**config.mk**
```make
export PLATFORM = sky130hd
export DESIGN_NAME = multicycleControl
export DESIGN_NICKNAME = d
export VERILOG_FILES = /design/src/common/controlPkg.sv /design/src/control/stateSequencer.sv /design/src/control/datapathDecoder.sv /design/src/hw/perfCounters.sv /design/src/hw/multicycleControl.sv
export SDC_FILE = /design/constraint.sdc
export NUM_CORES = 1
export LEC_CHECK = 0
export BUFFER_PORTS_ARGS = -buffer_cell sky130_fd_sc_hd__clkbuf_2
export CAP_MARGIN = 40
export CORE_MARGIN = 1.5
export CORE_UTILIZATION = 30
export CTS_BUF_LIST = sky130_fd_sc_hd__clkbuf_16
export DETAILED_ROUTE_END_ITERATION = 7
export PLACE_DENSITY = 0.56
export SLEW_MARGIN = 20
export SYNTH_ARGS = -nofsm -noshare
export SYNTH_HDL_FRONTEND = slang
export SYNTH_HIERARCHICAL = 1
export SYNTH_SLANG_ARGS = --single-unit
```
**constraint.sdc**
```tcl
create_clock -name CLK -period 2.7 [get_ports CLK]
set_input_delay 0.27 -clock CLK [delete_from_list [all_inputs] [get_ports CLK]]
set_output_delay 0.27 -clock CLK [all_outputs]
set_load 0.03 [all_outputs]
```
**src/common/controlPkg.sv**
```systemverilog
`default_nettype none

package controlPkg;

   // Field and bus widths
   localparam int StateWidth  = 5;
   localparam int OpcodeWidth = 4;
   localparam int FunctWidth  = 4;
   localparam int AluOpWidth  = 3;
   localparam int CountWidth  = 17;
   localparam int PcSrcWidth  = 3;
   localparam int SelWidth    = 2;

   // FSM state codes
   localparam logic [StateWidth-1:0] StFetch       = 5'd0;
   localparam logic [StateWidth-1:0] StDecode      = 5'd1;
   localparam logic [StateWidth-1:0] StAlu3        = 5'd2;
   localparam logic [StateWidth-1:0] StImm3        = 5'd3;
   localparam logic [StateWidth-1:0] StMem3        = 5'd4;  // shared by lw and sw
   localparam logic [StateWidth-1:0] StBeq3        = 5'd5;
   localparam logic [StateWidth-1:0] StBne3        = 5'd6;
   localparam logic [StateWidth-1:0] StJump3       = 5'd7;
   localparam logic [StateWidth-1:0] StJr3         = 5'd8;
   localparam logic [StateWidth-1:0] StJal3        = 5'd9;
   localparam logic [StateWidth-1:0] StLui3        = 5'd10;
   localparam logic [StateWidth-1:0] StAlu4        = 5'd11;
   localparam logic [StateWidth-1:0] StImm4        = 5'd12;
   localparam logic [StateWidth-1:0] StLoad4       = 5'd13;
   localparam logic [StateWidth-1:0] StStore4      = 5'd14;
   localparam logic [StateWidth-1:0] StJal4        = 5'd15;
   localparam logic [StateWidth-1:0] StLoad5       = 5'd16;
   localparam logic [StateWidth-1:0] StMove        = 5'd17;
   localparam logic [StateWidth-1:0] StClear       = 5'd18;
   localparam logic [StateWidth-1:0] StRead        = 5'd19;
   localparam logic [StateWidth-1:0] StDisplay     = 5'd20;
   localparam logic [StateWidth-1:0] StBlank       = 5'd21;  // idle step before Fetch
   localparam logic [StateWidth-1:0] StPrepDisplay = 5'd22;

   // Register ALU ops
   localparam logic [OpcodeWidth-1:0] OpAdd     = 4'd0;
   localparam logic [OpcodeWidth-1:0] OpSub     = 4'd1;
   localparam logic [OpcodeWidth-1:0] OpOr      = 4'd2;
   localparam logic [OpcodeWidth-1:0] OpAnd     = 4'd3;
   localparam logic [OpcodeWidth-1:0] OpSlt     = 4'd7;

   // Immediate ALU ops
   localparam logic [OpcodeWidth-1:0] OpAddi    = 4'd4;
   localparam logic [OpcodeWidth-1:0] OpOri     = 4'd6;

   localparam logic [OpcodeWidth-1:0] OpSpecial = 4'd5;  // split by function code
   localparam logic [OpcodeWidth-1:0] OpLw      = 4'd8;
   localparam logic [OpcodeWidth-1:0] OpSw      = 4'd9;
   localparam logic [OpcodeWidth-1:0] OpLui     = 4'd10;
   localparam logic [OpcodeWidth-1:0] OpBeq     = 4'd11;
   localparam logic [OpcodeWidth-1:0] OpBne     = 4'd12;
   localparam logic [OpcodeWidth-1:0] OpJal     = 4'd13;
   localparam logic [OpcodeWidth-1:0] OpJ       = 4'd14;
   localparam logic [OpcodeWidth-1:0] OpJr      = 4'd15;

   // Special group function codes
   localparam logic [FunctWidth-1:0] FnMove    = 4'd0;
   localparam logic [FunctWidth-1:0] FnClear   = 4'd1;
   localparam logic [FunctWidth-1:0] FnRead    = 4'd2;
   localparam logic [FunctWidth-1:0] FnDisplay = 4'd3;

   // ALU control codes
   localparam logic [AluOpWidth-1:0] AluOr  = 3'd0;
   localparam logic [AluOpWidth-1:0] AluAnd = 3'd1;
   localparam logic [AluOpWidth-1:0] AluAdd = 3'd2;
   localparam logic [AluOpWidth-1:0] AluSub = 3'd6;
   localparam logic [AluOpWidth-1:0] AluSlt = 3'd7;

   // PC mux sources
   localparam logic [PcSrcWidth-1:0] PcFromReg    = 3'd0;
   localparam logic [PcSrcWidth-1:0] PcFromAlu    = 3'd1;
   localparam logic [PcSrcWidth-1:0] PcFromBranch = 3'd2;
   localparam logic [PcSrcWidth-1:0] PcFromVector = 3'd3;  // interrupt entry
   localparam logic [PcSrcWidth-1:0] PcFromClear  = 3'd4;
   localparam logic [PcSrcWidth-1:0] PcFromJump   = 3'd5;

   // Memory address mux
   localparam logic [SelWidth-1:0] AddrPc      = 2'd0;
   localparam logic [SelWidth-1:0] AddrAluOut  = 2'd1;
   localparam logic [SelWidth-1:0] AddrDisplay = 2'd2;

   // ALU B operand mux
   localparam logic [SelWidth-1:0] SrcBReg  = 2'd0;
   localparam logic [SelWidth-1:0] SrcBFour = 2'd1;
   localparam logic [SelWidth-1:0] SrcBImm  = 2'd2;
   localparam logic [SelWidth-1:0] SrcBLink = 2'd3;

endpackage

`default_nettype wire

```
**src/control/stateSequencer.sv**
```systemverilog
`default_nettype none

module stateSequencer (
   input  logic                               CLK,
   input  logic                               Reset,
   input  logic [controlPkg::OpcodeWidth-1:0] Opcode,
   input  logic [controlPkg::FunctWidth-1:0]  Functioncode,
   output logic [controlPkg::StateWidth-1:0]  CurrentState,
   output logic [controlPkg::StateWidth-1:0]  NextState
);

   import controlPkg::*;

   always_ff @(posedge CLK or posedge Reset)
   begin
      if (Reset)
         CurrentState <= StFetch;
      else
         CurrentState <= NextState;
   end

   always_comb
   begin
      NextState = StFetch;  // most execute states end here
      case (CurrentState)
         StFetch:   NextState = StDecode;
         StDecode:
         begin
            case (Opcode)
               OpAdd, OpSub, OpOr, OpAnd, OpSlt: NextState = StAlu3;
               OpAddi, OpOri:                    NextState = StImm3;
               OpLw, OpSw:                       NextState = StMem3;
               OpLui:                            NextState = StLui3;
               OpBeq:                            NextState = StBeq3;
               OpBne:                            NextState = StBne3;
               OpJal:                            NextState = StJal3;
               OpJ:                              NextState = StJump3;
               OpJr:                             NextState = StJr3;
               OpSpecial:
               begin
                  case (Functioncode)
                     FnMove:    NextState = StMove;
                     FnClear:   NextState = StClear;
                     FnRead:    NextState = StRead;
                     FnDisplay: NextState = StPrepDisplay;
                     default:   NextState = StFetch;  // unknown function
                  endcase
               end
               default:                          NextState = StFetch;
            endcase
         end
         StAlu3:    NextState = StAlu4;
         StImm3:    NextState = StImm4;
         StJal3:    NextState = StJal4;
         StMem3:
         begin
            // Opcode still held from Decode
            case (Opcode)
               OpLw:    NextState = StLoad4;
               OpSw:    NextState = StStore4;
               default: NextState = StFetch;
            endcase
         end
         StLoad4:   NextState = StLoad5;
         StPrepDisplay: NextState = StDisplay;

         // Idle step before the next Fetch
         StStore4, StClear, StRead, StDisplay: NextState = StBlank;

         default:   NextState = StFetch;
      endcase
   end

endmodule

`default_nettype wire

```
**src/control/datapathDecoder.sv**
```systemverilog
`default_nettype none

module datapathDecoder (
   input  logic [controlPkg::StateWidth-1:0]  CurrentState,
   input  logic [controlPkg::OpcodeWidth-1:0] Opcode,
   input  logic                               InterruptIn,
   input  logic                               InterruptHandler,
   output logic [controlPkg::AluOpWidth-1:0]  ALUOp,
   output logic                               PCWriteBeq,
   output logic                               PCWriteBne,
   output logic                               PCWrite,
   output logic [controlPkg::SelWidth-1:0]    IorD,
   output logic                               IRegWrite,
   output logic [controlPkg::SelWidth-1:0]    WriteAddr,
   output logic [controlPkg::SelWidth-1:0]    WriteData,
   output logic                               SignExt,
   output logic                               GRegWrite,
   output logic                               ALUSrcA,
   output logic [controlPkg::SelWidth-1:0]    ALUSrcB,
   output logic [controlPkg::PcSrcWidth-1:0]  PCData,
   output logic                               MemWrite,
   output logic [controlPkg::SelWidth-1:0]    MemWriteData,
   output logic                               EPCWrite,
   output logic                               CLR,
   output logic                               LCDWrite
);

   import controlPkg::*;

   always_comb
   begin
      ALUOp        = AluOr;
      PCWriteBeq   = 1'b0;
      PCWriteBne   = 1'b0;
      PCWrite      = 1'b0;
      IorD         = AddrPc;
      IRegWrite    = 1'b0;
      WriteAddr    = 2'd0;
      WriteData    = 2'd0;
      SignExt      = 1'b0;
      GRegWrite    = 1'b0;
      ALUSrcA      = 1'b0;
      ALUSrcB      = SrcBReg;
      PCData       = PcFromReg;
      MemWrite     = 1'b0;
      MemWriteData = 2'd0;
      EPCWrite     = 1'b0;
      CLR          = 1'b0;
      LCDWrite     = 1'b0;

      case (CurrentState)
         StFetch:
         begin
            ALUOp     = AluAdd;  // PC + 4
            PCWrite   = 1'b1;
            IorD      = AddrPc;
            IRegWrite = 1'b1;
            ALUSrcB   = SrcBFour;
            // Take the interrupt only when not already in the handler
            if (InterruptIn && !InterruptHandler)
            begin
               EPCWrite = 1'b1;
               PCData   = PcFromVector;
            end
            else
               PCData = PcFromAlu;
         end
         StDecode:
         begin
            ALUOp   = AluAdd;  // branch target
            SignExt = 1'b1;
            ALUSrcB = SrcBImm;
         end
         StAlu3:
         begin
            case (Opcode)
               OpAdd:   ALUOp = AluAdd;
               OpSub:   ALUOp = AluSub;
               OpAnd:   ALUOp = AluAnd;
               OpSlt:   ALUOp = AluSlt;
               default: ALUOp = AluOr;
            endcase
            ALUSrcA = 1'b1;
            ALUSrcB = SrcBReg;
         end
         StImm3:
         begin
            case (Opcode)
               OpAddi:  ALUOp = AluAdd;
               OpOri:   ALUOp = AluOr;
               default: ALUOp = AluOr;
            endcase
            ALUSrcA = 1'b1;
            ALUSrcB = SrcBImm;
         end
         StMem3:
         begin
            ALUOp   = AluAdd;  // base + offset
            SignExt = 1'b1;
            ALUSrcA = 1'b1;
            ALUSrcB = SrcBImm;
         end
         StBeq3, StBne3:
         begin
            ALUOp      = AluSub;
            PCWriteBeq = (CurrentState == StBeq3);
            PCWriteBne = (CurrentState == StBne3);
            ALUSrcA    = 1'b1;
            PCData     = PcFromBranch;
         end
         StJump3:
         begin
            PCWrite = 1'b1;
            PCData  = PcFromJump;
         end
         StJr3:
         begin
            PCWrite = 1'b1;
            PCData  = PcFromReg;
         end
         StJal3:
         begin
            ALUOp   = AluAdd;
            ALUSrcB = SrcBLink;
         end
         StJal4:
         begin
            PCWrite   = 1'b1;
            PCData    = PcFromJump;
            WriteAddr = 2'd3;  // link register
            WriteData = 2'd2;
            GRegWrite = 1'b1;
         end
         StAlu4:
         begin
            WriteAddr = 2'd2;
            WriteData = 2'd2;
            GRegWrite = 1'b1;
         end
         StImm4:
         begin
            WriteData = 2'd2;  // ALU result
            GRegWrite = 1'b1;
         end
         StLui3:    GRegWrite = 1'b1;
         StLoad4:   IorD = AddrAluOut;
         StLoad5:
         begin
            WriteAddr = 2'd1;
            WriteData = 2'd1;  // memory data
            GRegWrite = 1'b1;
         end
         StStore4:
         begin
            IorD         = AddrAluOut;
            MemWrite     = 1'b1;
            MemWriteData = 2'd1;
         end
         StMove:
         begin
            WriteData = 2'd3;
            GRegWrite = 1'b1;
         end
         StClear:
         begin
            PCWrite = 1'b1;
            PCData  = PcFromClear;
            CLR     = 1'b1;
         end
         StRead:
         begin
            IorD         = AddrDisplay;
            MemWrite     = 1'b1;
            MemWriteData = 2'd2;
         end
         StPrepDisplay: IorD = AddrDisplay;  // address settles a cycle early
         StDisplay:
         begin
            IorD     = AddrDisplay;
            LCDWrite = 1'b1;
         end
         default:   ALUOp = AluOr;  // Blank and unused codes keep defaults
      endcase
   end

endmodule

`default_nettype wire

```
**src/hw/perfCounters.sv**
```systemverilog
`default_nettype none

module perfCounters (
   input  logic                              CLK,
   input  logic                              Reset,
   input  logic [controlPkg::StateWidth-1:0] CurrentState,
   output logic [controlPkg::CountWidth-1:0] InstructionCount,
   output logic [controlPkg::CountWidth-1:0] CycleCount
);

   import controlPkg::*;

   // Both counters wrap silently
   always_ff @(posedge CLK or posedge Reset)
   begin
      if (Reset)
      begin
         CycleCount       <= '0;
         InstructionCount <= '0;
      end
      else
      begin
         CycleCount <= CycleCount + CountWidth'(1);
         if (CurrentState == StFetch)  // one Fetch per instruction
            InstructionCount <= InstructionCount + CountWidth'(1);
      end
   end

endmodule

`default_nettype wire

```
**src/hw/multicycleControl.sv**
```systemverilog
`default_nettype none

module multicycleControl (
   input  logic                               CLK,
   input  logic                               Reset,
   input  logic [controlPkg::OpcodeWidth-1:0] Opcode,
   input  logic [controlPkg::FunctWidth-1:0]  Functioncode,
   input  logic                               InterruptIn,
   input  logic                               InterruptHandler,
   output logic [controlPkg::AluOpWidth-1:0]  ALUOp,
   output logic                               PCWriteBeq,
   output logic                               PCWriteBne,
   output logic                               PCWrite,
   output logic [controlPkg::SelWidth-1:0]    IorD,
   output logic                               IRegWrite,
   output logic [controlPkg::SelWidth-1:0]    WriteAddr,
   output logic [controlPkg::SelWidth-1:0]    WriteData,
   output logic                               SignExt,
   output logic                               GRegWrite,
   output logic                               ALUSrcA,
   output logic [controlPkg::SelWidth-1:0]    ALUSrcB,
   output logic [controlPkg::PcSrcWidth-1:0]  PCData,
   output logic                               MemWrite,
   output logic [controlPkg::SelWidth-1:0]    MemWriteData,
   output logic                               EPCWrite,
   output logic                               CLR,
   output logic                               LCDWrite,
   output logic [controlPkg::StateWidth-1:0]  CurrentState,
   output logic [controlPkg::StateWidth-1:0]  NextState,
   output logic [controlPkg::CountWidth-1:0]  InstructionCount,
   output logic [controlPkg::CountWidth-1:0]  CycleCount
);

   import controlPkg::*;

   stateSequencer stateSequencer_inst (
      .CLK          (CLK),
      .Reset        (Reset),
      .Opcode       (Opcode),
      .Functioncode (Functioncode),
      .CurrentState (CurrentState),
      .NextState    (NextState)
   );

   // Moore outputs, plus opcode and interrupt terms
   datapathDecoder datapathDecoder_inst (
      .CurrentState     (CurrentState),
      .Opcode           (Opcode),
      .InterruptIn      (InterruptIn),
      .InterruptHandler (InterruptHandler),
      .ALUOp            (ALUOp),
      .PCWriteBeq       (PCWriteBeq),
      .PCWriteBne       (PCWriteBne),
      .PCWrite          (PCWrite),
      .IorD             (IorD),
      .IRegWrite        (IRegWrite),
      .WriteAddr        (WriteAddr),
      .WriteData        (WriteData),
      .SignExt          (SignExt),
      .GRegWrite        (GRegWrite),
      .ALUSrcA          (ALUSrcA),
      .ALUSrcB          (ALUSrcB),
      .PCData           (PCData),
      .MemWrite         (MemWrite),
      .MemWriteData     (MemWriteData),
      .EPCWrite         (EPCWrite),
      .CLR              (CLR),
      .LCDWrite         (LCDWrite)
   );

   perfCounters perfCounters_inst (
      .CLK              (CLK),
      .Reset            (Reset),
      .CurrentState     (CurrentState),
      .InstructionCount (InstructionCount),
      .CycleCount       (CycleCount)
   );

endmodule

`default_nettype wire

```
Word level (Yosys, flattened, before mapping)
Cells that the tools add are included.
Widths: inputs -> output; s select.
{ "totals": {"rom_bits": 0, "reg_bits": 39, "memories": 0, "output_inout_bits": 71, "latchBits": 0, "wordCells": 91, "mem_bits_rw": 0} }
{ "classes": {"mux": 26, "add_sub_neg": 2, "n_lt_le_gt_ge": 0, "n_bitwise": 0, "multipliers": 0, "reduce_logical": 21, "div": 0, "shift": 0, "n_eq_ne": 39} }
{ "ops": {"columns": ["op", "count"], "rows": [
  ["$pmux 5 s10", 1],
  ["$pmux 5 s9", 1],
  ["$eq 5x4->1 const B", 8],
  ["$pmux 3 s4", 3],
  ["$add 17x1->17 const B", 2],
  ["$eq 4x4->1 const B", 8],
  ["$eq 5x5->1 const B", 6],
  ["$eq 5x3->1 const B", 4],
  ["$pmux 5 s4", 1],
  ["$pmux 2 s3", 3],
  ["$eq 4x2->1 const B", 4],
  ["$eq 4x3->1 const B", 4],
  ["$reduce_or 5->1", 3],
  ["$reduce_or 2->1", 7],
  ["$mux 1", 12],
  ["$eq 5x2->1 const B", 2],
  ["$reduce_or 3->1", 3],
  ["$eq 4x1->1 const B", 2],
  ["$logic_not 4->1", 2],
  ["$pmux 2 s2", 2],
  ["$pmux 4 s2", 1],
  ["$reduce_or 4->1", 2],
  ["$reduce_or 6->1", 1],
  ["$eq 5x1->1 const B", 1],
  ["4 further kinds", 5]
]} }

Depth between registers and ports, before layout
{ "logic_depth": {"word_depth": 4, "depth_mapped": 6, "ltp_nobuf": 5} }

Modules after synthesis
Netlist, hierarchy kept.
{ "by_module_without_submodules": {"columns": ["mod", "instances", "cells_each", "seq_area_each_um2", "area_each_um2"], "rows": [
  ["perfCounters", 1, 130, 850.8, 1517.7],
  ["stateSequencer", 1, 70, 125.1, 551.8],
  ["datapathDecoder", 1, 79, 0.0, 435.4]
]} }

Worst setup path after synthesis
OpenSTA, ideal clock, no wires.
{ "synth_timing": {"path_type": "register -> output", "startpoint": "register stateSequencer_inst/CurrentState[2] in the netlist's numbering", "endpoint": "output SignExt", "arrival_time_ps": 2439, "setup_slack_ps": -9, "path_buffers": 0, "required_time_ps": 2430, "stages_incl_launch_ff": 3, "cell_sequence": "dfrtp_1 > nand2b_1 > a2111oi_0"} }
{ "synth_between": {"elab_chain_cells": 3} }
{ "synth_rtl": {"columns": ["element", "line_no", "rtl"], "rows": [
  ["start, declared", "stateSequencer.sv:8", "output logic [controlPkg::StateWidth-1:0] CurrentState,"],
  ["start signal, assigned", "stateSequencer.sv:17", "CurrentState <= StFetch;"],
  ["start signal, assigned", "stateSequencer.sv:19", "CurrentState <= NextState;"],
  ["$eq 5x1->1 or $eq 5x3->1 (tied branches)", "datapathDecoder.sv:51", "case (CurrentState)"],
  ["$reduce_or 2->1 (no source line) (*)", null, null],
  ["$mux 1 (*)", "datapathDecoder.sv:51", null],
  ["end, declared", "multicycleControl.sv:18", "output logic SignExt,"]
]} }
Every way passes the cells marked *; elsewhere a longest branch is shown, timed or not.

Final worst setup path
{ "layout_timing": {"startpoint": "register stateSequencer_inst/CurrentState[1] in the netlist's numbering", "endpoint": "output NextState[1] in the netlist's numbering"} }
{ "layout_between": {"elab_chain_cells": 3} }
{ "layout_rtl": {"columns": ["element", "line_no", "rtl"], "rows": [
  ["$eq 5x4->1 or $eq 5x5->1 (tied branches)", "stateSequencer.sv:25", "case (CurrentState)"],
  ["$reduce_or 4->1", "stateSequencer.sv:25", null],
  ["$pmux 5 s9 (*)", "stateSequencer.sv:25", null],
  ["end, declared", "multicycleControl.sv:29", "output logic [controlPkg::StateWidth-1:0] NextState,"]
]} }
Marks and branches as above.

==> run_results.csv <==
group,metric,value,unit
run_status,status,"finished clean",
timing,rsz0062_at_grt,"no",
clock_network,post_cts_buffers,0,
worst_setup_path,worstPathArrival,2.06,ns
clock_network,clk_latency,0.28,ns
timing,slew_viol_final,0,
route,drt_iter0_markers,95,
synth,synthTopCellsByCount,"dfrtp_1, nor2_1, nand2_1",
synth,ys_top_cells_by_area,"dfrtp_1, xnor2_1, xor2_1",
grt,grt_overflow_total,0,
synth,yosys.cell_count.top_type,"dfrtp_1",
route,routed_via_density,5.00,
synth,syn_avg_cell_area,8.98,µm²
placement,dp_cells,455,
worst_setup_path,rrSetupSlack,0.72,ns
worst_setup_path,cpPeakStageDelay,0.56,ns
timing,timing.setup.tns,0,ns
flow_run,cap_violations,0,
grt,grt_pass1_vias,2030,
worst_setup_path,crit_slowest_cell,"dfrtp_1",
synth,synth_seq_area_share,39.0,%
worst_setup_path,endpoint_kind,"output port",
worst_setup_path,critPathKind,"flip-flop to output port",
grt,grt_max_degree,35,
worst_setup_path,cp.required,2.43,ns
route,wl_met3,420,µm
synth,syn_inst,279,
floorplan,rows,33,
floorplan,dieArea,0.00891,mm²
floorplan,num_io_pins,83,
grt,grt_pass1_wl,9540,µm
route,postRouteWirelength,5900,µm
worst_setup_path,critPathLaunchType,"flip-flop",
clock_network,clock-root-buffer,"clkbuf_16",
route,wire_per_inst,12.7,µm
grt,antenna_found_initial,0,
power_and_ir_drop,combPwrFrac,53.9,%
synth,synth_top_area_share,39.0,%
worst_setup_path,path_max_fanout,14,
timing,worst_pin_slew,0.570,ns
layout,final_nets,372,
timing,slew_headroom,61.7,%
power_and_ir_drop,power_frac_seq,24.2,%
placement,hpwl,4340,µm
worst_setup_path,reg2reg_to,"perfCounters_inst/InstructionCount[10]",
synth,synth_edf_count,0,
synth,synth-seq-cells,39,
floorplan,core,0.00813,mm²
power_and_ir_drop,clockPowerShare,21.9,%
clock_network,cts.sinks,39,
timing,setup_viol,0,
timing,fin_crit,2.33,ns
clock_network,clockBufferDepth,2,
layout,syn_to_final_growth,26.6,%
clock_network,cts_tree,"built",
worst_setup_path,cp_cell_sequence,"nor4b_4 -> a31oi_1 -> o31a_1 -> o22ai_1 -> clkbuf_2",
clock_network,path_clk_slew,0.06,ns
min_path,hp-class,"input pin to asynchronous set/reset pin",
route,drcViolationCount,0,
power_and_ir_drop,power_density,974,mW/mm²
layout,antenna_cells,0,
timing,skew,0.00596,ns
synth,synth_ff_type,"dfrtp_1",
placement,gp_congestion,0.811,
floorplan,die_width,94.4,µm
worst_setup_path,timing.rr.start,"stateSequencer_inst/CurrentState[0]",
synth,synth-async-reset-ratio,100,%
power_and_ir_drop,internal_power,1600,µW
power_and_ir_drop,leakagePower,0.00156,µW
timing,fmax,429,MHz
route,postRouteAntennaNets,0,
clock_network,htreeDepth,2,
synth,syn-cell-area,0.00250,mm²
synth,ys_warn_count,6,
route,drtPass1Iterations,4,
worst_setup_path,rr_worst_depth,4,
timing,finalHoldViolCount,0,
synth,syn-num-nets,293,
synth,yosysUniqueCellTypes,57,
clock_network,cts_buffers,5,
floorplan,die_h,94.4,µm
route,vias,2321,
power_and_ir_drop,p_sw_share,48.3,%
synth,yosys.area.top_type,"dfrtp_1",
route,wl_met1,2890,µm
layout,finish.utilization,39.0,%
power_and_ir_drop,netSwitchingPower,1490,µW
placement,io_buffer_count,82,
power_and_ir_drop,vdd_ir_drop_max,0.428,mV
layout,drive_gt1_share,30.6,%
layout,stdcell_count,464,
floorplan,start_util,30.8,%
timing,fin_crit_sh,86.4,%
grt,grt_usage,13.1,%
route,highest_layer,"met4",
route,routed-wl-met2,2520,µm
## power by group through the flow
stage / Clock (µW) / Sequential [µW] / Combinational [µW]
floorplan: 0 / 915 / 1110
global route: 726 / 765 / 1810
finish: 676 / 749 / 1670
CTS: 696 / 751 / 1680
detailed placement: 0 / 761 / 1670
global placement: 0 / 756 / 1670
## layer usage
layer,up-vias,track usage [%]
li1,1139,-
met1,1091,18.9
met2,84,19.4
met3,7,3.22
met4,0,3.48
met5,-,0
## state kept, by name (all words and copies together), names as in the netlist
register	count
perfCounters_inst/CycleCount	17
perfCounters_inst/InstructionCount	17
stateSequencer_inst/CurrentState	5
## placed cells by master, fill, tap and decap left out, drive strengths merged, types with 3 or more instances in the layout
cell    synthesis  final
o22ai           5      5
o21a            3      3
or3             3      3
nor3b           3      3
a21oi          11     11
dfrtp          39     39
nor2           32     32
xnor2          19     19
a31oi           3      3
nor3           11     11
buf            14      6
o21ai           6      6
nor4b           3      3
xor2           18     18
nand2b          7      7
clkbuf          3     87
nor2b           3      3
nand2          22     22
nand4           7      7
and3            6      6
inv            13     14
nand3          15     15
nor4            7      7
## logic make-up (layout without fill, tap and decap cells)
family / Yosys count / count (layout) / share of synthesized area, %
and+or+nand+nor: 126 / 126 / 28.6
AOI/OAI and AO/OA: 44 / 44 / 11.7
DFF: 39 / 39 / 39.0
xor gates and xnor gates: 37 / 37 / 13.2
buffers and inverters: 30 / 110 / 6.04
adders and majority gates: 2 / 2 / 0.999
muxes: 1 / 1 / 0.450
## critical path: cells and delay by family, from the launching register on
family	cells	cell delay [ns]
compound gates	3	0.58
buf+inv	1	0.25
flops	1	0.56
simple gates	1	0.39
## worst max-delay path by stage
stage | startpoint | slack, ns | to | depth (start not counted)
finish | stateSequencer_inst/CurrentState[1] | 0.37 | NextState[1] | 5
global route | stateSequencer_inst/CurrentState[1] | 0.15 | ALUOp[2] | 6
CTS | stateSequencer_inst/CurrentState[1] | 0.36 | ALUOp[2] | 6
detailed placement | stateSequencer_inst/CurrentState[1] | 0.68 | NextState[1] | 5
global placement | stateSequencer_inst/CurrentState[1] | 0.65 | NextState[1] | 5
floorplan | stateSequencer_inst/CurrentState[0] | 0.32 | PCData[1] | 4
## what timing repair did
item,4_1_cts,5_1_grt
gates resized for setup,0,0
setup endpoints to repair,0,0
endpoints found under the hold margin,5,0
hold buffers,1,0
## layout make-up
cell class | count | area [µm²]
Timing Repair Buffer | 89 | 465
Inverter | 13 | 48.8
Fill cell | 811 | 4960
Clock buffer | 5 | 125
Clock inverter | 3 | 46.3
Sequential cell | 39 | 976
Multi-Input combinational cell | 210 | 1380
Tap cell | 105 | 131
## metrics by stage
stage / cell area [µm²] / setup slack, ns / hold slack [ns] / power [µW]
finish: 3170 / 0.368 / 0.441 / 3090
global route: 3170 / 0.145 / 0.453 / 3300
CTS: 3170 / 0.356 / 0.441 / 3130
detailed placement: 2990 / 0.678 / 0.189 / 2430
global placement: 2990 / 0.653 / 0.186 / 2430
floorplan: 2510 / 0.319 / 0.0485 / 2030
Note: power is estimated with default switching activity, not from simulation.
